==> config.mk <==
export PLATFORM = sky130hd
export DESIGN_NAME = l2_cache_control_flat
export DESIGN_NICKNAME = d
export VERILOG_FILES = /design/src/source/l2_cache_pkg.sv /design/src/source/l2_ctl_pkg.sv /design/src/source/l2_ctl_if.sv /design/src/source/l2_cache_control.sv /design/src/flat_wrapper.sv
export SDC_FILE = /design/constraint.sdc
export NUM_CORES = 1
export LEC_CHECK = 0
export ABC_AREA = 1
export ABC_CLOCK_PERIOD_IN_PS = 2600
export BUFFER_PORTS_ARGS = -buffer_cell sky130_fd_sc_hd__buf_2
export CAP_MARGIN = 10
export CORE_MARGIN = 1
export CORE_UTILIZATION = 45
export DETAILED_ROUTE_END_ITERATION = 8
export PLACE_DENSITY = 0.79
export SLEW_MARGIN = 15
export SYNTH_ARGS = -nofsm -noshare
export SYNTH_HDL_FRONTEND = slang
export SYNTH_SLANG_ARGS = --single-unit
==> constraint.sdc <==
create_clock -name clk -period 2.6 [get_ports clk]
set_input_delay 0.52 -clock clk [delete_from_list [all_inputs] [get_ports clk]]
set_output_delay 0.52 -clock clk [all_outputs]
set_load 0.005 [all_outputs]
==> src/source/l2_cache_pkg.sv <==
package l2_cache_pkg;

    // cache geometry
    localparam int num_ways    = 8;
    localparam int num_sets    = 8;
    localparam int word_bits   = 16;
    localparam int line_bits   = 128;
    localparam int offset_bits = 4;   // 16 bytes per line
    localparam int index_bits  = 3;
    localparam int tag_bits    = word_bits - index_bits - offset_bits;
    localparam int plru_bits   = num_ways - 1;   // one bit per tree node

    typedef logic [word_bits-1:0]   lc3b_word;        // byte address
    typedef logic [tag_bits-1:0]    lc3b_c_tag;
    typedef logic [index_bits-1:0]  lc3b_c_index;
    typedef logic [line_bits-1:0]   lc3b_cacheline;
    typedef logic [plru_bits-1:0]   lc3b_plru;        // tree bits of one set

endpackage : l2_cache_pkg
==> src/source/l2_ctl_pkg.sv <==
package l2_ctl_pkg;

    localparam int way_bits = $clog2(l2_cache_pkg::num_ways);   // also the tree depth

    // miss sequencing of the controller
    typedef enum logic [2:0] {
        s_idle,
        s_compare,
        s_writeback,
        s_fill,
        s_respond
    } l2_state_e;

    typedef logic [way_bits-1:0]              lc3b_way_idx;    // way number
    typedef logic [l2_cache_pkg::num_ways-1:0] lc3b_way_mask;   // one bit per way

endpackage : l2_ctl_pkg

==> src/source/l2_ctl_if.sv <==
interface l2_ctl_if;
    import l2_ctl_pkg::*;

    // controller to datapath
    lc3b_way_mask load_way;          // write enable per way
    logic         set_dirty;         // dirty value written with a load
    logic         fill_sel;          // 1 = memory line, 0 = upstream line
    logic         addr_sel_victim;   // 1 = victim tag address
    lc3b_way_idx  way_sel;           // way read out upstream and to memory

    // datapath to controller
    logic         hit;
    lc3b_way_idx  hit_way;
    logic         victim_dirty;      // way_sel holds a valid dirty line

    modport ctl (
        output load_way, set_dirty, fill_sel, addr_sel_victim, way_sel,
        input  hit, hit_way, victim_dirty
    );

    modport dp (
        input  load_way, set_dirty, fill_sel, addr_sel_victim, way_sel,
        output hit, hit_way, victim_dirty
    );

endinterface : l2_ctl_if

==> src/source/l2_cache_control.sv <==
module l2_cache_control (
    input  logic                    clk,
    input  logic                    reset,
    l2_ctl_if.ctl                   ctl,
    input  logic                    mem_read,
    input  logic                    mem_write,
    input  logic                    pmem_resp,
    input  l2_ctl_pkg::lc3b_way_idx victim,
    output logic                    mem_resp,
    output logic                    pmem_read,
    output logic                    pmem_write,
    output logic                    plru_update,
    output l2_ctl_pkg::lc3b_way_idx plru_way
);
    import l2_ctl_pkg::*;

    l2_state_e   state_q;
    l2_state_e   state_d;
    lc3b_way_idx way_q;   // way being served

    always_ff @(posedge clk) begin
        if (reset) begin
            state_q <= s_idle;
        end else begin
            state_q <= state_d;
        end
    end

    // hit way or victim captured at the compare
    always_ff @(posedge clk) begin
        if (state_q == s_compare) begin
            way_q <= ctl.way_sel;
        end
    end

    // the compare picks the hit way or the victim and later states keep it
    always_comb begin
        ctl.way_sel = way_q;
        if (state_q == s_compare) begin
            ctl.way_sel = ctl.hit ? ctl.hit_way : victim;
        end
    end

    always_comb begin
        state_d             = state_q;
        ctl.load_way        = '0;
        ctl.set_dirty       = 1'b0;
        ctl.fill_sel        = 1'b0;
        ctl.addr_sel_victim = 1'b0;
        case (state_q)
            s_idle: begin
                if (mem_read || mem_write) begin
                    state_d = s_compare;
                end
            end
            s_compare: begin
                if (ctl.hit) begin
                    if (mem_write) begin
                        ctl.load_way  = lc3b_way_mask'(1) << ctl.hit_way;   // write hit
                        ctl.set_dirty = 1'b1;
                    end
                    state_d = s_respond;
                end else begin
                    state_d = ctl.victim_dirty ? s_writeback : s_fill;
                end
            end
            s_writeback: begin
                ctl.addr_sel_victim = 1'b1;   // victim tag with the request set
                if (pmem_resp) begin
                    state_d = s_fill;
                end
            end
            s_fill: begin
                ctl.fill_sel = !mem_write;    // a write replaces the fetched line
                if (pmem_resp) begin
                    ctl.load_way  = lc3b_way_mask'(1) << way_q;
                    ctl.set_dirty = mem_write;
                    state_d       = s_respond;
                end
            end
            s_respond: begin
                state_d = s_idle;
            end
            default: begin
                state_d = s_idle;
            end
        endcase
    end

    assign mem_resp    = (state_q == s_respond);
    assign pmem_read   = (state_q == s_fill);
    assign pmem_write  = (state_q == s_writeback);
    assign plru_update = (state_q == s_respond);   // every response touches the tree
    assign plru_way    = way_q;

    // the upstream never reads and writes at once
    a_req_excl : assert property (@(posedge clk) disable iff (reset)
        !(mem_read && mem_write));

endmodule : l2_cache_control

==> src/flat_wrapper.sv <==
// flat-port wrapper written by rule: the top's interface ports become plain ports
module l2_cache_control_flat import l2_ctl_pkg::*;
  (clk, reset, mem_read, mem_write, pmem_resp, victim, mem_resp, pmem_read, pmem_write, plru_update, plru_way, ctl_load_way, ctl_set_dirty, ctl_fill_sel, ctl_addr_sel_victim, ctl_way_sel, ctl_hit, ctl_hit_way, ctl_victim_dirty);
  l2_ctl_if ctl_i ();
  input  logic clk;
  input  logic reset;
  input  logic mem_read;
  input  logic mem_write;
  input  logic pmem_resp;
  input  l2_ctl_pkg::lc3b_way_idx victim;
  output logic mem_resp;
  output logic pmem_read;
  output logic pmem_write;
  output logic plru_update;
  output l2_ctl_pkg::lc3b_way_idx plru_way;
  output wire logic [$bits(ctl_i.load_way)-1:0] ctl_load_way;
  output wire logic [$bits(ctl_i.set_dirty)-1:0] ctl_set_dirty;
  output wire logic [$bits(ctl_i.fill_sel)-1:0] ctl_fill_sel;
  output wire logic [$bits(ctl_i.addr_sel_victim)-1:0] ctl_addr_sel_victim;
  output wire logic [$bits(ctl_i.way_sel)-1:0] ctl_way_sel;
  input wire logic [$bits(ctl_i.hit)-1:0] ctl_hit;
  input wire logic [$bits(ctl_i.hit_way)-1:0] ctl_hit_way;
  input wire logic [$bits(ctl_i.victim_dirty)-1:0] ctl_victim_dirty;
  assign ctl_load_way = ctl_i.load_way;
  assign ctl_set_dirty = ctl_i.set_dirty;
  assign ctl_fill_sel = ctl_i.fill_sel;
  assign ctl_addr_sel_victim = ctl_i.addr_sel_victim;
  assign ctl_way_sel = ctl_i.way_sel;
  assign ctl_i.hit = ctl_hit;
  assign ctl_i.hit_way = ctl_hit_way;
  assign ctl_i.victim_dirty = ctl_victim_dirty;
  l2_cache_control u_core (.clk(clk), .reset(reset), .ctl(ctl_i), .mem_read(mem_read), .mem_write(mem_write), .pmem_resp(pmem_resp), .victim(victim), .mem_resp(mem_resp), .pmem_read(pmem_read), .pmem_write(pmem_write), .plru_update(plru_update), .plru_way(plru_way));
endmodule
After elaboration in Yosys (flattened, before gate mapping)
Cells that the tools add are included.
{"block": "op_classes", "reduce_logical": 4, "shift": 2, "muxes": 18, "n_lt_le_gt_ge": 0, "n_div": 0, "n_bitwise": 0, "n_eq_ne": 7, "n_addsub": 0, "mul": 0}
{"operator": "$mux 8", "n": 3}
{"operator": "$mux 3", "n": 6}
{"operator": "$pmux 8 s2", "n": 1}
{"operator": "$shl 1x3->8 const A", "n": 2}
{"operator": "$pmux 3 s4", "n": 1}
{"operator": "$eq 3x2->1 const B", "n": 2}
{"operator": "$mux 1", "n": 6}
{"operator": "$ne 2x2->1 const B", "n": 2}
{"operator": "$eq 3x1->1 const B", "n": 1}
{"operator": "$eq 3x3->1 const B", "n": 1}
{"operator": "$logic_not 3->1", "n": 1}
{"operator": "$reduce_and 3->1", "n": 1}
{"operator": "$ne 2x1->1 const B", "n": 1}
{"operator": "$pmux 1 s2", "n": 1}
{"operator": "$logic_not 1->1", "n": 1}
{"operator": "$logic_or 1x1->1", "n": 1}
{"block": "totals", "romBits": 0, "inputBits": 13, "latchBits": 0, "memories": 0, "ff_bits": 6, "word_cells": 33, "mem_bits_rw": 0}

Depth between registers and ports, before layout
{"block": "logic_depth", "depth_word": 4, "depth_mapped": 7, "depth_no_buf": 7}

Worst setup path before layout
OpenSTA, ideal clock, no wires.
{"block": "synth_path", "path_kind": "input to output", "from": "in ctl_hit_way[2]", "to": "out ctl_load_way[1]", "setup_slack_ns": 1.098, "cell_stages": 3, "required_ns": 2.080, "arrival_time_ns": 0.982, "path_cell_list": "inv_1 -> nand3_1 -> o31ai_1"}
{"block": "synth_via", "elab_chain_len": 4}
{"element": "start, declared", "line_no": "flat_wrapper.sv:22", "source": "input wire logic [$bits(ctl_i.hit_way)-1:0] ctl_hit_way;"}
{"element": "$shl 1x3->8", "line_no": "l2_cache_control.sv:59", "source": "ctl.load_way = lc3b_way_mask'(1) << ctl.hit_way;"}
{"element": "$mux 8", "line_no": "l2_cache_control.sv:58", "source": "if (mem_write) begin"}
{"element": "$mux 8", "line_no": "l2_cache_control.sv:57", "source": "if (ctl.hit) begin"}
{"element": "$pmux 8 s2", "line_no": "l2_cache_control.sv:50", "source": "case (state_q)"}
{"element": "end, declared", "line_no": "flat_wrapper.sv:16", "source": "output wire logic [$bits(ctl_i.load_way)-1:0] ctl_load_way;"}
No other way between the ends.

Worst setup path after layout
{"block": "layout_path", "from": "reg u_core.state_q[0]", "to": "out ctl_load_way[1]"}
{"block": "layout_via", "elab_chain_len": 2, "word_cells_on_any_way": 3, "classes_between": "eq/ne (2); mux (1)"}
{"element": "start, declared", "line_no": "l2_cache_control.sv:17", "source": "l2_state_e state_q;"}
{"element": "start signal, assigned", "line_no": "l2_cache_control.sv:23", "source": "state_q <= s_idle;"}
{"element": "start signal, assigned", "line_no": "l2_cache_control.sv:25", "source": "state_q <= state_d;"}
{"element": "$eq 3x2->1 / $eq 3x1->1 (equally long branches)", "line_no": "l2_cache_control.sv:50"}
{"element": "$pmux 8 s2 (*)", "line_no": "l2_cache_control.sv:50"}
Every way passes the cells marked *; elsewhere a longest branch is shown, timed or not.

==> impl_metrics.tcl <==
set metrics [dict create \
    path_max_fanout 10 \
    synthesis.nets 105 \
    rows 13 \
    vias 727 \
    cts_tree "done" \
    vdd_drop_max_v 0.0003861 \
    switchingPower_w 0.0001602 \
    fin_total_pwr_w 0.0004026 \
    fin_crit_ps 2001 \
    hold_viol_final 0 \
    internal-power_w 0.0002424 \
    multiInputGateArea_sq_um 385.4 \
    crit_chain "nand3_4 -> inv_4 -> nand2_4 -> inv_2 -> nand2_1 -> o31ai_1 -> buf_2" \
    grt_max_degree 11 \
    synth.area.top_cells "edfxtp_1, dfxtp_1, inv_1" \
    p_sw_share_pct 39.79 \
    grtUsageMet1_pct 25.85 \
    layout_commonest_cell "buf_2" \
    insertedDiodeCount 0 \
    synth_top_family_by_area "simple AND/OR/NAND/NOR gates" \
    synth-adder-area-share_pct 0 \
    hold_class "primary input to flop" \
    grt_pass1_vias 562 \
    netlist_area_sq_um 631.9 \
    drtIter0Drc 10 \
    hold-path-endpoint "u_core.state_q[1]" \
    synth.avg_cell_area_sq_um 6.868 \
    clock_latency_ps 250 \
    avgViaCountPerCell 5.156 \
    path_depth 7 \
    drt-total-wl_um 1497 \
    chipHeight_um 39.47 \
    yosys.area_share.simple_pct 43.56 \
    n_fill_cell 120 \
    ys.warnings.count 0 \
    outcome "finished, final reports clean" \
    rrSetupSlack_ps 1380 \
    grt_busiest_layer "met2" \
    power.share.clock_pct 23.4 \
    hold_path_depth 2 \
    rsz0062_at_grt "no" \
    min_period_over_period_pct 76.97 \
    cts_resized 0 \
    grt_pass1_wl_um 2332 \
    critPathRequiredTime_ps 2080 \
    p_leak_nw 0.4796 \
    grt-ovfl-total 0 \
    grt_util_met2_pct 39.75 \
    final_max_slew_viol_count 0 \
    maxSlewHeadroom_pct 70.23 \
    post_cts_buffers 0 \
    clock_skew_ps 15.45 \
    grt_usage_pct 22.47 \
    path_class "flop to output pin" \
    clock.fmax_mhz 499.7 \
    most-common-layout-cells "buf_2, inv_1, nand2_1" \
    yosysUniqueCellTypes 29 \
    drt-pass1-iter-count 4 \
    drtAntennaViolNets 0 \
    cp-end-kind "output pin" \
    worst_slew_pin_slew_ps 446.0 \
    synth_compound_gate_area_share_pct 17.43 \
    ioPinCount 34 \
    synthXorXnorAreaFrac_pct 0 \
    post_route_cells_drive_above_1_share_pct 42.86 \
    pwr-share-comb_pct 39.9 \
    yosysTopAreaCell "edfxtp_1" \
    nNetsFinal 140 \
    crit-reg2reg-launch "u_core.state_q[1]" \
    ys_ff_latch 6 \
    clk_path_buf_depth 2 \
    drt-wirelength-per-cell_um 10.62 \
    ys_seq_area_share_pct 23.76 \
    start_kind "flop" \
    holdCritStartpoint "reset" \
    gp_congestion 0.7946 \
    die_w_um 39.47 \
    path_clk_slew_ps 40 \
    seqPwrFrac_pct 36.7 \
    regArea_sq_um 150.1 \
    cts_sinks 6 \
    numCtsBuffers 3 \
    r2r-end "u_core.plru_way[1]" \
    ff2ff_path_depth 5 \
    cts-root-buf "clkbuf_4" \
    grtUsageMet3_pct 6.818 \
    path_buf_inv 3 \
    grt_antenna_before_repair 0 \
    route.detailed.drc 0 \
    synth_cells 92 \
    ctsHoldBuffers 0 \
    setup_viol 0 \
    fin_tns_setup_ps 0 \
    start_util_pct 48.56 \
    power.density_nw_per_um2 489.8 \
    dp_hpwl_um 1267 \
    htreeDepth 1 \
    drv_cap 0 \
    netlist.area_leader.share_pct 14.26 \
    slowest_stage "dfxtp_1" \
    arrival_ps 1480 \
    critPathTopFamily "flip-flops" \
    syn2layout_area_growth_pct 30.10 \
    synthMuxAreaShare_pct 0 \
    core_sq_um 1301 \
    numPortBuffers 33 \
    critical_path.max_stage_delay_ps 590 \
    dieArea_sq_um 1558 \
]
## kinds of logic (layout without fill, tap and decap cells)
family	after synthesis	count (layout)
AOI/OAI and AO/OA	14	14
buffers and inverters	22	56
DFF	6	6
and+or+nand+nor	50	50
## routing by layer
layer	share of wire, %	wire length (um)	vias up
met1	45	676	322
met2	47	711	29
met5	0	0	-
met3	6.5	98	2
met4	0.67	10	0
li1	-	-	374
## worst max-delay path by stage
stage                       to               from  slack (ps)
3_5_place_dp    ctl_way_sel[1]            ctl_hit         810
6_report       ctl_load_way[1]  u_core.state_q[0]         600
2_1_floorplan  ctl_load_way[1]     ctl_hit_way[2]        1100
3_3_place_gp   ctl_load_way[1]     ctl_hit_way[2]         840
5_1_grt         ctl_way_sel[1]  u_core.state_q[0]         490
4_1_cts        ctl_load_way[1]  u_core.state_q[0]         600
## area by class of cell
cell class / count / area share, %
well taps: 15 / 2.283
clock buffers: 4 / 3.196
flip-flops and latches: 6 / 18.26
inverters: 19 / 9.285
repair buffers: 33 / 20.09
multi-input cells: 64 / 46.88
## synth_stat cells (all sizes together)
library cell / n
o31ai: 2
nor3: 2
edfxtp: 3
inv: 19
nand3: 12
o211ai: 2
o2bb2ai: 1
o21ai: 3
nand2: 20
nand4: 2
dfxtp: 3
buf: 3
nor2: 14
o22ai: 5
a21oi: 1
## worst register-to-register path: stages, from the launching register on
cell	delay, ps
dfxtp_1	490
nor2_4	110
nand2_4	120
inv_4	80
nand3_1	70
o211ai_1	110
## sequential cells by signal, summed over array words and instances, names as in the netlist
signal,count
u_core.plru_way,3
u_core.state_q,3
## per-stage QoR
stage | hold slack, ps | worst slack [ps] | instances | utilization [%] | area [sq um]
5_1_grt | 443.3 | 490.6 | 141 | 63.17 | 822.0
3_3_place_gp | 555.6 | 837.3 | 137 | 61.15 | 795.8
4_1_cts | 439.1 | 596.0 | 141 | 63.17 | 822.0
6_report | 447.0 | 598.8 | 141 | 63.17 | 822.0
2_1_floorplan | 522.2 | 1098 | 92 | - | 631.9
3_5_place_dp | 548.0 | 807.6 | 137 | 61.15 | 795.8
## power by group through the flow
| stage | clock network [W] | logic [W] | registers, W |
|---|---|---|---|
| after global placement | 0 | 0.000159 | 0.000149 |
| after global routing | 0.000106 | 0.000183 | 0.000150 |
| after CTS | 0.0000991 | 0.000162 | 0.000148 |
| final | 0.0000943 | 0.000161 | 0.000148 |
| after floorplan | 0 | 0.000116 | 0.000138 |
| after detailed placement | 0 | 0.000161 | 0.000150 |
Power figures use the tool's default switching activity.
