File: config.mk
export PLATFORM = sky130hd
export DESIGN_NAME = l2_plru
export DESIGN_NICKNAME = d
export VERILOG_FILES = /design/src/source/l2_cache_pkg.sv /design/src/source/l2_ctl_pkg.sv /design/src/source/l2_plru.sv
export SDC_FILE = /design/constraint.sdc
export NUM_CORES = 1
export LEC_CHECK = 0
export BUFFER_PORTS_ARGS = -buffer_cell sky130_fd_sc_hd__buf_4
export CAP_MARGIN = 15
export CORE_ASPECT_RATIO = 0.75
export CORE_UTILIZATION = 40
export CTS_CLUSTER_DIAMETER = 60
export CTS_CLUSTER_SIZE = 12
export DETAILED_ROUTE_END_ITERATION = 7
export PLACE_DENSITY_LB_ADDON = 0.08
export SLEW_MARGIN = 30
export SYNTH_ARGS = -nofsm -noshare
export SYNTH_HDL_FRONTEND = slang
export SYNTH_SLANG_ARGS = --single-unit
File: constraint.sdc
create_clock -name clk -period 2.7 [get_ports clk]
set_input_delay 0.405 -clock clk [delete_from_list [all_inputs] [get_ports clk]]
set_output_delay 0.405 -clock clk [all_outputs]
set_load 0.02 [all_outputs]
File: src/source/l2_cache_pkg.sv
package l2_cache_pkg;

    // cache geometry
    localparam int num_ways    = 8;
    localparam int num_sets    = 8;
    localparam int word_bits   = 16;
    localparam int line_bits   = 128;
    localparam int offset_bits = 4;   // 16 bytes per line
    localparam int index_bits  = 3;
    localparam int tag_bits    = word_bits - index_bits - offset_bits;
    localparam int plru_bits   = num_ways - 1;   // one bit per tree node

    typedef logic [word_bits-1:0]   lc3b_word;        // byte address
    typedef logic [tag_bits-1:0]    lc3b_c_tag;
    typedef logic [index_bits-1:0]  lc3b_c_index;
    typedef logic [line_bits-1:0]   lc3b_cacheline;
    typedef logic [plru_bits-1:0]   lc3b_plru;        // tree bits of one set

endpackage : l2_cache_pkg
File: src/source/l2_ctl_pkg.sv
package l2_ctl_pkg;

    localparam int way_bits = $clog2(l2_cache_pkg::num_ways);   // also the tree depth

    // miss sequencing of the controller
    typedef enum logic [2:0] {
        s_idle,
        s_compare,
        s_writeback,
        s_fill,
        s_respond
    } l2_state_e;

    typedef logic [way_bits-1:0]              lc3b_way_idx;    // way number
    typedef logic [l2_cache_pkg::num_ways-1:0] lc3b_way_mask;   // one bit per way

endpackage : l2_ctl_pkg

File: src/source/l2_plru.sv
module l2_plru (
    input  logic                      clk,
    input  logic                      reset,
    input  l2_cache_pkg::lc3b_c_index access_set,
    input  l2_ctl_pkg::lc3b_way_idx   access_way,
    input  logic                      update,
    output l2_ctl_pkg::lc3b_way_idx   victim
);
    import l2_cache_pkg::*;
    import l2_ctl_pkg::*;

    lc3b_plru plru_q [num_sets];

    // walk from the root where a 0 bit goes to the lower half
    function automatic lc3b_way_idx pick_victim(lc3b_plru bits);
        int          node;
        logic        dir;
        lc3b_way_idx way;
        node = 0;
        way  = '0;
        for (int lvl = 0; lvl < way_bits; lvl++) begin
            dir  = bits[node];
            way  = {way[way_bits-2:0], dir};
            node = 2 * node + 1 + int'(dir);   // children of k are 2k+1 and 2k+2
        end
        return way;
    endfunction

    // every node on the path turns away from the way just used
    function automatic lc3b_plru touch(lc3b_plru bits, lc3b_way_idx way);
        int       node;
        logic     dir;
        lc3b_plru next;
        node = 0;
        next = bits;
        for (int lvl = 0; lvl < way_bits; lvl++) begin
            dir        = way[way_bits-1-lvl];
            next[node] = ~dir;
            node       = 2 * node + 1 + int'(dir);
        end
        return next;
    endfunction

    always_ff @(posedge clk) begin
        if (reset) begin
            for (int s = 0; s < num_sets; s++) begin
                plru_q[s] <= '0;
            end
        end else if (update) begin
            plru_q[access_set] <= touch(plru_q[access_set], access_way);
        end
    end

    assign victim = pick_victim(plru_q[access_set]);

    // a served way must be known when the tree is updated
    a_way_known : assert property (@(posedge clk) disable iff (reset)
        update |-> !$isunknown(access_way));

endmodule : l2_plru

# Yosys cells after proc, flatten, opt, wreduce, memory -nomap -nowiden
# Memories as Yosys holds them, arrays and structs flattened.
# Index checks and enable logic that the tools add are counted.
classes:
  n_addsub: 6
  n_mul: 0
  div: 0
  order_cmp: 6
  n_eq_ne: 0
  shifts: 0
  mux: 20
  bitwise: 3
  n_reduce_logical: 3
ops:
  columns: ["op", "count"]
  rows:
  - ["7-bit bitwise mux", 2]
  - ["1-bit 2-to-1 mux", 12]
  - ["4-bit by 1-bit adder with 5-bit output", 2]
  - ["5-bit by 4-bit < comparator with 1-bit output, second input constant", 2]
  - ["3-bit by 1-bit adder with 4-bit output, second input constant", 2]
  - ["2-bit by 4-bit < comparator with 1-bit output, second input constant", 2]
  - ["7-bit 2-to-1 mux", 1]
  - ["7-bit OR reduction", 1]
  - ["1-bit binary-select mux with 3-bit select", 2]
  - ["1-bit demux with 3-bit select", 2]
  - ["5-bit by 1-bit greater-or-equal comparator with 1-bit output, second input constant", 1]
  - ["1-bit by 1-bit adder with 2-bit output, first input constant", 2]
  - ["3-bit 2-to-1 mux", 1]
  - ["1-bit inverter", 3]
  - ["2-bit by 1-bit greater-or-equal comparator with 1-bit output, second input constant", 1]
  - ["1-bit logical AND", 2]
totals:
  regBits: 0
  latchBits: 0
  ramBits: 56
  mem_bits_ro: 0
  inputBits: 9
  memories: 1
mem_list:
  columns: ["name", "words", "width", "read_ports", "rd_ports_with_merged_regs", "write_ports", "line", "rtl"]
  rows:
  - ["plru_q", 8, 7, 1, 0, 8, "l2_plru.sv:12", "lc3b_plru plru_q [num_sets];"]

# Longest topological paths before layout
# Gate-level depths: netlist (run 1).
depth:
  ltp_word: 9
  depth_mapped: 12
  mapped_depth_nobuf: 10

# Least setup slack after synthesis (run 1)
# OpenSTA, ideal clock, no wires.
synth_path:
  kind: "input -> output"
  from: "input access_set[2]"
  to: "output victim[0]"
  t_arrival_ns: 2.793
  required_ns: 2.295
  path_slack_ns: -0.498
  stages: 7
  cell_sequence: "mux4_2 -> o22ai_4 -> mux2i_2 -> inv_1 -> ha_1 -> o311a_1 -> o31ai_2"
synth_via:
  elab_chain_len: 9
  word_cells_on_any_way: 10
  cone_classes: "add/sub: 3; mux: 6; memory: 1"
synth_lines:
  columns: ["element", "line", "rtl"]
  rows:
  - ["start, declared", "l2_plru.sv:4", "input l2_cache_pkg::lc3b_c_index access_set,"]
  - ["memory read 8 x 7 bit *", null, null]
  - ["1-bit by 1-bit adder with 2-bit output", "l2_plru.sv:24", "node = 2 * node + 1 + int'(dir);"]
  - ["1-bit binary-select mux with 3-bit select *", "l2_plru.sv:22", "dir = bits[node];"]
  - ["1-bit 2-to-1 mux (implied by the code) * (2 in series)", "l2_plru.sv:22", null]
  - ["via victim[1]", "l2_plru.sv:7", "output l2_ctl_pkg::lc3b_way_idx victim"]
  - ["4-bit by 1-bit adder with 5-bit output *", "l2_plru.sv:24", null]
  - ["1-bit binary-select mux with 3-bit select *", "l2_plru.sv:22", null]
  - ["1-bit 2-to-1 mux (implied by the code) * (2 in series)", "l2_plru.sv:22", null]
  - ["end, declared", "l2_plru.sv:7", null]
# The timed path passes the listed nets; every way through them passes the cells marked *. The select of a mux whose other input is x is not followed.

# Final worst setup path (run 1)
layout_path:
  from: "memory plru_q[5][0] in the netlist's numbering"
  to: "output victim[0]"
layout_via:
  elab_chain_len: 9
  word_cells_on_any_way: 10
  cone_classes: "add/sub: 3; mux: 6; memory: 1"
layout_lines:
  columns: ["element", "line"]
  rows:
  - ["start, declared", "l2_plru.sv:12"]
  - ["memory read 8 x 7 bit *", null]
  - ["1-bit by 1-bit adder with 2-bit output", "l2_plru.sv:24"]
  - ["1-bit binary-select mux with 3-bit select", "l2_plru.sv:22"]
  - ["1-bit 2-to-1 mux (implied by the code) (2 in series)", "l2_plru.sv:22"]
  - ["4-bit by 1-bit adder with 5-bit output", "l2_plru.sv:24"]
  - ["1-bit binary-select mux with 3-bit select *", "l2_plru.sv:22"]
  - ["1-bit 2-to-1 mux (implied by the code) * (2 in series)", "l2_plru.sv:22"]
# Every way passes the cells marked *; elsewhere a longest branch is shown, timed or not. The select of a mux whose other input is x is not followed.

==> metrics, run 1 <==
CP max FO 6; Overflow after GRT 0; CTS tree yes; Row Count 25; CTS Root Cell clkbuf_8; Final ANT Viol Nets 0; Max-Cap Viols 0; register area about 1700 um2; area used by multi-input combinational logic 1087 um2; initial antenna violation count 0; final setup margin -378.1 ps; Largest regs plru_q: 56 flops; max_slew headroom 0.5773; critical path required time approximately 2300 ps; Reg2Reg Depth 8; final setup skew 11.83 ps; Iter 0 DRT Violations 144; Gate power share 0.197; WHS Endpoint plru_q[3][0]; P_leak 1.214 nW; RSZ-0062 raised after global routing true; Die Area 7295 um2; critical path capture point type primary output; Pint between 1 and 1.5 mW; post-synthesis xor/xnor area fraction 0; IO Pins 12; CTS Buf Count 5; Distinct cells, synth 38; routed vias about 1800; drt pass-1 iters 6; H-tree Lvls 2; Port Buf Inserts 11; gpl congestion between 0.7 and 0.8; Reg-to-Reg Start plru_q[6][2]; vias in the first global route approximately 1900; DRC errors left 0; HPWL after detailed placement 4.843 mm; violated checks setup timing; Mapped Cells 219; fin. max-slew vios 0; post-synthesis mux area share 0.1237; maximum clock rate 324.9 MHz; compound-cell area share of the yosys netlist 0.07422; pre-CTS WS -217.9 ps; CP arrival 2670 ps; first-pass GRT wire length 10.26 mm; vias per std cell 5.422; Core Util, Final 0.5025; Simple-Gate Fraction of Synth Area 0.1439; ys flop type edfxtp_1; largest register by flop count plru_q; asr flop ratio synth 0; power per standard cell area 551.3 nW/um2; minimum clock period between 3000 and 4000 ps; Syn Area/Cell 12.70 um2; post-synthesis register bit count 56; core area between 6000 and 7000 um2; final hold vios 0; TritonCTS Sinks 56; hold_sp reset; Chip Height roughly 74 um; Worst Max-Slew Pin Slew 629.9 ps; max reg flops 56; Initial Util 0.4275; share of layout cells above drive strength 1 0.2713; ant diodes 0; final instance area 3269 um2; pin count of the biggest net entering global routing 17; Clock Path Buffers 2; Startpoint Class flip-flop; Clock Latency Late Sink roughly 300 ps; hold_ws 582.6 ps; RR Endpoint plru_q[5][2]; nets 272; Final setup viols 1; switching share of power 0.2597; Die X 98.29 um; register-to-register setup slack 550 ps; Post-synth EDFFs 56; WL per Instance ~19 um; Mapped Nets 234; WS Path Type flip-flop to primary output; clock share of power 0.245; sequential share of power 0.559; Layout fillers 575; Final period util 1.140; Switch Pwr 0.4681 mW; largest family of logic cells by synthesized area simple AND/OR/NAND/NOR gates; area of the mapped netlist 2781 um2; status complete, but fails checks; area delta synth->final 17.54%; Adder-Cell Fraction of Synth Area 0.02699; GRT Total Usage 0.1934; most frequent cells in the layout 60 x nor2_1, 56 x edfxtp_1, 37 x buf_4, 15 x nand2_1; Hold Path Stages 2; sequential fraction of the synthesis area 0.6046; Placed Area 3143 um2; Synth Warn # 0; HP Class primary input to flip-flop; register clock-pin slew on the reported worst setup and hold paths around 90 ps; peak supply drop 0.2588 mV; Post-Route WL 6.400 mm; most common cell after layout, fill and taps aside nor2_1
logic make-up after synthesis:
logic type,after synthesis
mux,22
buf+inv,14
flops,56
compound gates,27
fa+ha+maj,6
simple gates,94
repair_timing:
item,CTS,global route
setup endpoints to repair,1,1
resized for setup,1,5
pin swaps,2,5
hold buffers,0,0
setup buffers,1,0
worst max path at each step:
stage / from / to / slack, ps / cells after the start
2_1_floorplan: access_set[2] / victim[0] / -210 / 7
3_3_place_gp: access_set[2] / victim[0] / -190 / 11
3_5_place_dp: access_set[2] / victim[0] / -220 / 11
4_1_cts: plru_q[5][0] / victim[0] / -350 / 10
5_1_grt: plru_q[5][0] / victim[0] / -460 / 10
6_report: plru_q[5][0] / victim[0] / -380 / 8
area by class of cell:
type                       count  share of cell area
sequential                    56              0.5143
multi-input combinational    149              0.3326
timing repair buffer          38             0.08840
tap                           81             0.03100
clock buffer                   6             0.02220
inverter                       7            0.008037
clock inverter                 2            0.003444
Yosys cell counts, types with 2 or more instances:
library cell / n / area (um2)
nand2b_1: 9 / 56.30
nor3b_1: 2 / 15.01
inv_1: 5 / 18.77
mux2i_2: 2 / 27.53
a21boi_1: 2 / 15.01
buf_2: 2 / 10.01
mux2_2: 3 / 33.78
mux2i_1: 8 / 80.08
nand3_1: 4 / 20.02
a21oi_1: 6 / 30.03
ha_1: 6 / 75.07
o21ai_1: 5 / 25.02
buf_4: 3 / 22.52
edfxtp_1: 56 / 1682
nand2_1: 15 / 56.30
o21ai_0: 2 / 10.01
nor2_1: 60 / 225.2
mux4_2: 9 / 202.7
routing by layer:
| metal | part of all wire | track usage |
|---|---|---|
| met1 | 0.47 | 0.2763 |
| met2 | 0.47 | 0.3232 |
| met3 | 0.051 | 0.02914 |
| met4 | 0.0036 | 0.03483 |
| met5 | 0 | 0 |
power groups by stage:
| stage | clock network [mW] | logic [mW] | registers (mW) |
|---|---|---|---|
| after floorplan | 0 | 0.209 | 1.02 |
| after global placement | 0 | 0.326 | 1.03 |
| after detailed placement | 0 | 0.331 | 1.03 |
| after CTS | 0.453 | 0.340 | 1.01 |
| after global routing | 0.487 | 0.383 | 1.01 |
| final | 0.441 | 0.354 | 1.01 |
critical path, stage by stage (launching register included):
cell	delay, ps
edfxtp_1	400
mux4_2	490
o22ai_4	230
mux2i_4	270
inv_2	60
ha_4	270
o311a_4	320
o31ai_4	180
buf_6	150
per-stage QoR:
step           power (mW)  setup TNS [ps]  std cells
6_report            1.802          -378.1        339
5_1_grt             1.881          -459.3        339
3_5_place_dp        1.359          -217.9        330
3_3_place_gp        1.352          -190.5        330
4_1_cts             1.801          -345.3        339
2_1_floorplan       1.230          -205.0        219
(Power assumes the default switching activity.)
==> run 2, diff against run 1 <==
- BUFFER_PORTS_ARGS: -buffer_cell sky130_fd_sc_hd__buf_4 -> -buffer_cell sky130_fd_sc_hd__buf_2
==> metrics, run 2 (synthesis results as in run 1) <==
Worst Max-Slew Pin Slew 659.3 ps; IO Pins 12; violated checks DRC, setup timing; Reg2Reg Depth 6; Final period util 1.126; routed vias 1820; Max-Cap Viols 0; CTS Buf Count 5; core area 6506 um2; WS Path Type flip-flop to primary output; Hold Path Stages 4; Final ANT Viol Nets 0; Final setup viols 1; Die X 98.29 um; Startpoint Class flip-flop; minimum clock period a little over 3000 ps; Port Buf Inserts 11; power consumption 1.778 mW; CTS Root Cell clkbuf_8; Core Util, Final 0.4962; most frequent cells in the layout 60 x nor2_1, 56 x edfxtp_1, 29 x buf_4, 15 x nand2_1, 10 x buf_2; WL per Instance ~19 um; max reg flops 56; peak supply drop 0.3270 mV; Die Area 7295 um2; DRC errors left 1; nets roughly 270; CP max FO 6; Overflow after GRT 0; P_leak roughly 1.2 nW; vias per std cell around 5.3; power per standard cell area approximately 550 nW/um2; most common cell after layout, fill and taps aside nor2_1; area delta synth->final 16.06%; critical path required time approximately 2300 ps; share of layout cells above drive strength 1 0.2577; critical path capture point type primary output; CP arrival approximately 2600 ps; max_slew headroom 0.5575; Iter 0 DRT Violations approximately 150; GRT Total Usage 0.1906; Initial Util 0.4275; final setup margin -339.6 ps; ant diodes 0; Largest regs plru_q: 56 flops; fin. max-slew vios 0; largest register by flop count plru_q; CTS tree yes; final setup skew 9.335 ps; HP Class primary input to flip-flop; gpl congestion 0.7626; Row Count 25; H-tree Lvls 2; register clock-pin slew on the reported worst setup and hold paths ~100 ps; vias in the first global route 1788; Clock Latency Late Sink around 300 ps; first-pass GRT wire length between 10 and 15 mm; Post-Route WL 6.409 mm; final hold vios 0; Hold Buf Count CTS 0; status complete, but fails checks; RSZ-0062 raised after global routing true; pin count of the biggest net entering global routing 16; maximum clock rate 329.0 MHz; Chip Height between 70 and 80 um; Clock Path Buffers 2; drt pass-1 iters 8; initial antenna violation count 0; TritonCTS Sinks 56; HPWL after detailed placement 4.748 mm
[run 2: changes by cell type in the layout (fill, tap and decap cells not counted)]
cell        change
o311a_4         -1
a211oi_2        -1
o21ai_2         -1
buf_4           -8
o21ai_1         +1
o32ai_1         +1
clkbuf_1        +1
o311a_1         +1
o32ai_2         -1
buf_2          +10
clkinvlp_4      -1
a211oi_1        +1
[run 2: final timing paths]
check	start	endpoint	slack [ps]
setup / recovery	plru_q[3][0]	victim[0]	-340
hold / removal	access_way[0]	plru_q[1][4]	670
setup reg to reg	plru_q[6][1]	plru_q[3][1]	610
hold reg to reg	plru_q[5][6]	plru_q[6][6]	1090
[run 2: layout make-up]
type | instances | area, um2
clock buffer | 7 | 76.32
clock inverter | 1 | 3.754
fill | 610 | 3278
inverter | 7 | 26.28
multi-input combinational | 149 | 1060
sequential | 56 | 1682
tap | 81 | 101.3
timing repair buffer | 40 | 279.0
[run 2: what timing repair did]
item	in CTS	in global routing
gates resized for setup	3	0
buffers inserted	3	0
pin swaps	2	1
endpoints found under the setup margin	1	1
[run 2: critical path: stages, from the launching register on]
cell	delay, ps
edfxtp_1	380
mux4_2	500
o22ai_4	220
mux2i_4	270
inv_2	60
ha_4	240
o311a_1	330
o31ai_4	200
buf_6	150
[run 2: metal layers]
metal	GRT usage	part of all wire	up-vias
met3	0.02820	0.042	2
met1	0.2886	0.50	903
met5	0	0	-
met2	0.3020	0.46	33
met4	0.02488	0.0031	0
li1	-	-	882
[run 2: report_power, final]
part,total (mW),internal (mW),switching [mW]
combinational,0.337,0.148,0.189
clock,0.435,0.182,0.253
sequential,1.01,0.996,0.0109
total,1.78,1.33,0.453
[run 2: metrics by stage]
step | instances | hold WS, ps | setup TNS, ps | cell area (um2) | setup WS (ps)
2_1_floorplan | 219 | 739.5 | -205.0 | 2811 | -205.0
3_3_place_gp | 330 | 974.4 | -228.7 | 3115 | -228.7
3_5_place_dp | 330 | 983.3 | -306.9 | 3115 | -306.9
4_1_cts | 341 | 672.4 | -381.5 | 3228 | -381.5
5_1_grt | 341 | 702.2 | -463.5 | 3228 | -463.5
6_report | 341 | 670.6 | -339.6 | 3228 | -339.6
==> run 3, diff against run 2 <==
- REMOVE_ABC_BUFFERS: not set -> 1
- SETUP_SLACK_MARGIN: not set -> 0.02
==> metrics, run 3 (synthesis results as in run 1) <==
vias in the first global route 1967; final setup margin -455.7 ps; CP arrival between 2000 and 3000 ps; routed vias about 1900; RSZ-0062 raised after global routing true; sequential share of power 0.525; Row Count 25; cell family with most CP delay multiplexers; DRC errors left 0; peak supply drop 0.2259 mV; switching share of power 0.2600; Max-Cap Viols 0; HP Class primary input to flip-flop; final setup skew 19.48 ps; status complete, but fails checks; register-to-register setup slack 540 ps; power per standard cell area 591.4 nW/um2; IO Pins 12; Clock Path Buffers 2; Chip Height 74.22 um; clock share of power 0.298; TritonCTS Sinks 56; Hold Buf Count CTS 0; largest register by flop count plru_q; share of layout cells above drive strength 1 0.2664; Switch Pwr ~0.5 mW; core area 6506 um2; crit path buf inv count 3; register clock-pin slew on the reported worst setup and hold paths 120 ps; ant diodes 0; CTS tree yes; WS Path Type flip-flop to primary output; area delta synth->final 16.73%; Initial Util 0.4275; P_leak around 1.2 nW; Die Area 7295 um2; most frequent cells in the layout 60 x nor2_1, 56 x edfxtp_1, 28 x buf_4, 15 x nand2_1, 10 x buf_2; Die X 98.29 um; CTS Root Cell clkbuf_8; drt pass-1 iters 6; Worst path depth 11; final hold vios 0; gpl congestion about 0.84; max reg flops 56; Pint 1.421 mW; critical path required time 2300 ps; Largest regs plru_q: 56 flops; Crit path largest cell delay 500 ps; Gate power share 0.177; most common cell after layout, fill and taps aside nor2_1; HPWL after detailed placement 5.335 mm; initial antenna violation count 0; maximum clock rate about 320 MHz; Overflow after GRT 0; Reg2Reg Depth 6; CP max FO 4; max_slew headroom 0.6639; fin. max-slew vios 0; CP Cell Sequence mux4_2, o22ai_4, mux2i_2, inv_1, ha_4, buf_6, a21boi_2, o32ai_2, o21ai_1, o31ai_2, buf_4; Startpoint Class flip-flop; CTS Buf Count 5; Final ANT Viol Nets 0; minimum clock period 3156 ps; Final period util 1.169; H-tree Lvls 2; placed cell count around 330; Slowest cell on crit path mux4_2; critical path capture point type primary output; Clock Latency Late Sink 330 ps; Port Buf Inserts 11; Iter 0 DRT Violations 172; Post-Route WL ~7 mm; violated checks setup timing; fin cells 340; pin count of the biggest net entering global routing 19; nets 273; Worst Max-Slew Pin Slew 503.1 ps; first-pass GRT wire length 10.92 mm; WL per Instance 20.61 um; vias per std cell 5.503; Final setup viols 1; Core Util, Final 0.4990; Hold Path Stages 4; hold_ws 633.3 ps; GRT Total Usage 0.2114
## run 3: worst paths after layout
kind,from,to
setup / recovery,plru_q[5][0],victim[0]
hold / removal,access_way[0],plru_q[0][4]
hold reg to reg,plru_q[3][4],plru_q[0][4]
setup reg to reg,plru_q[6][1],plru_q[1][1]
## run 3: what timing repair did
action,CTS,global route
buffers inserted,1,0
pin swaps,5,2
setup endpoints to repair,1,1
resized for setup,5,0
## run 3: worst register-to-register path: stages (launching register included)
cell and delay (ps):
edfxtp_1 420, mux4_2 470, mux2_2 300, buf_4 150, a21oi_1 150, a41o_1 330
nor2_1 80
## run 3: stage by stage
stage | total power [mW] | setup TNS, ps | cell area [um2] | setup WS (ps)
3_3_place_gp | 1.330 | -336.0 | 3093 | -336.0
3_5_place_dp | 1.342 | -432.5 | 3093 | -432.5
6_report | 1.920 | -455.7 | 3247 | -455.7
4_1_cts | 1.917 | -494.5 | 3247 | -494.5
5_1_grt | 1.979 | -590.4 | 3247 | -590.4
2_1_floorplan | 1.194 | -498.1 | 2734 | -498.1
## run 3: per-layer routing
layer	global-route usage	vias to the layer above	share of wire
met5	0	-	0
met2	0.3490	51	0.47
met4	0.07629	0	0.016
met3	0.04135	10	0.055
li1	-	885	-
met1	0.2844	925	0.46
## run 3: layout make-up
type	count	area, um2
multi-input combinational	149	1050
sequential	56	1682
tap	81	101.3
inverter	7	26.28
clock buffer	5	68.82
clock inverter	3	47.55
timing repair buffer	39	271.5
fill	571	3259
## run 3: power groups by stage
stage / Clock (mW) / Sequential, mW / Combinational, mW
after floorplan: 0 / 1.02 / 0.173
after global placement: 0 / 1.03 / 0.302
after detailed placement: 0 / 1.03 / 0.313
after CTS: 0.568 / 1.01 / 0.340
after global routing: 0.601 / 1.01 / 0.365
final: 0.573 / 1.01 / 0.339
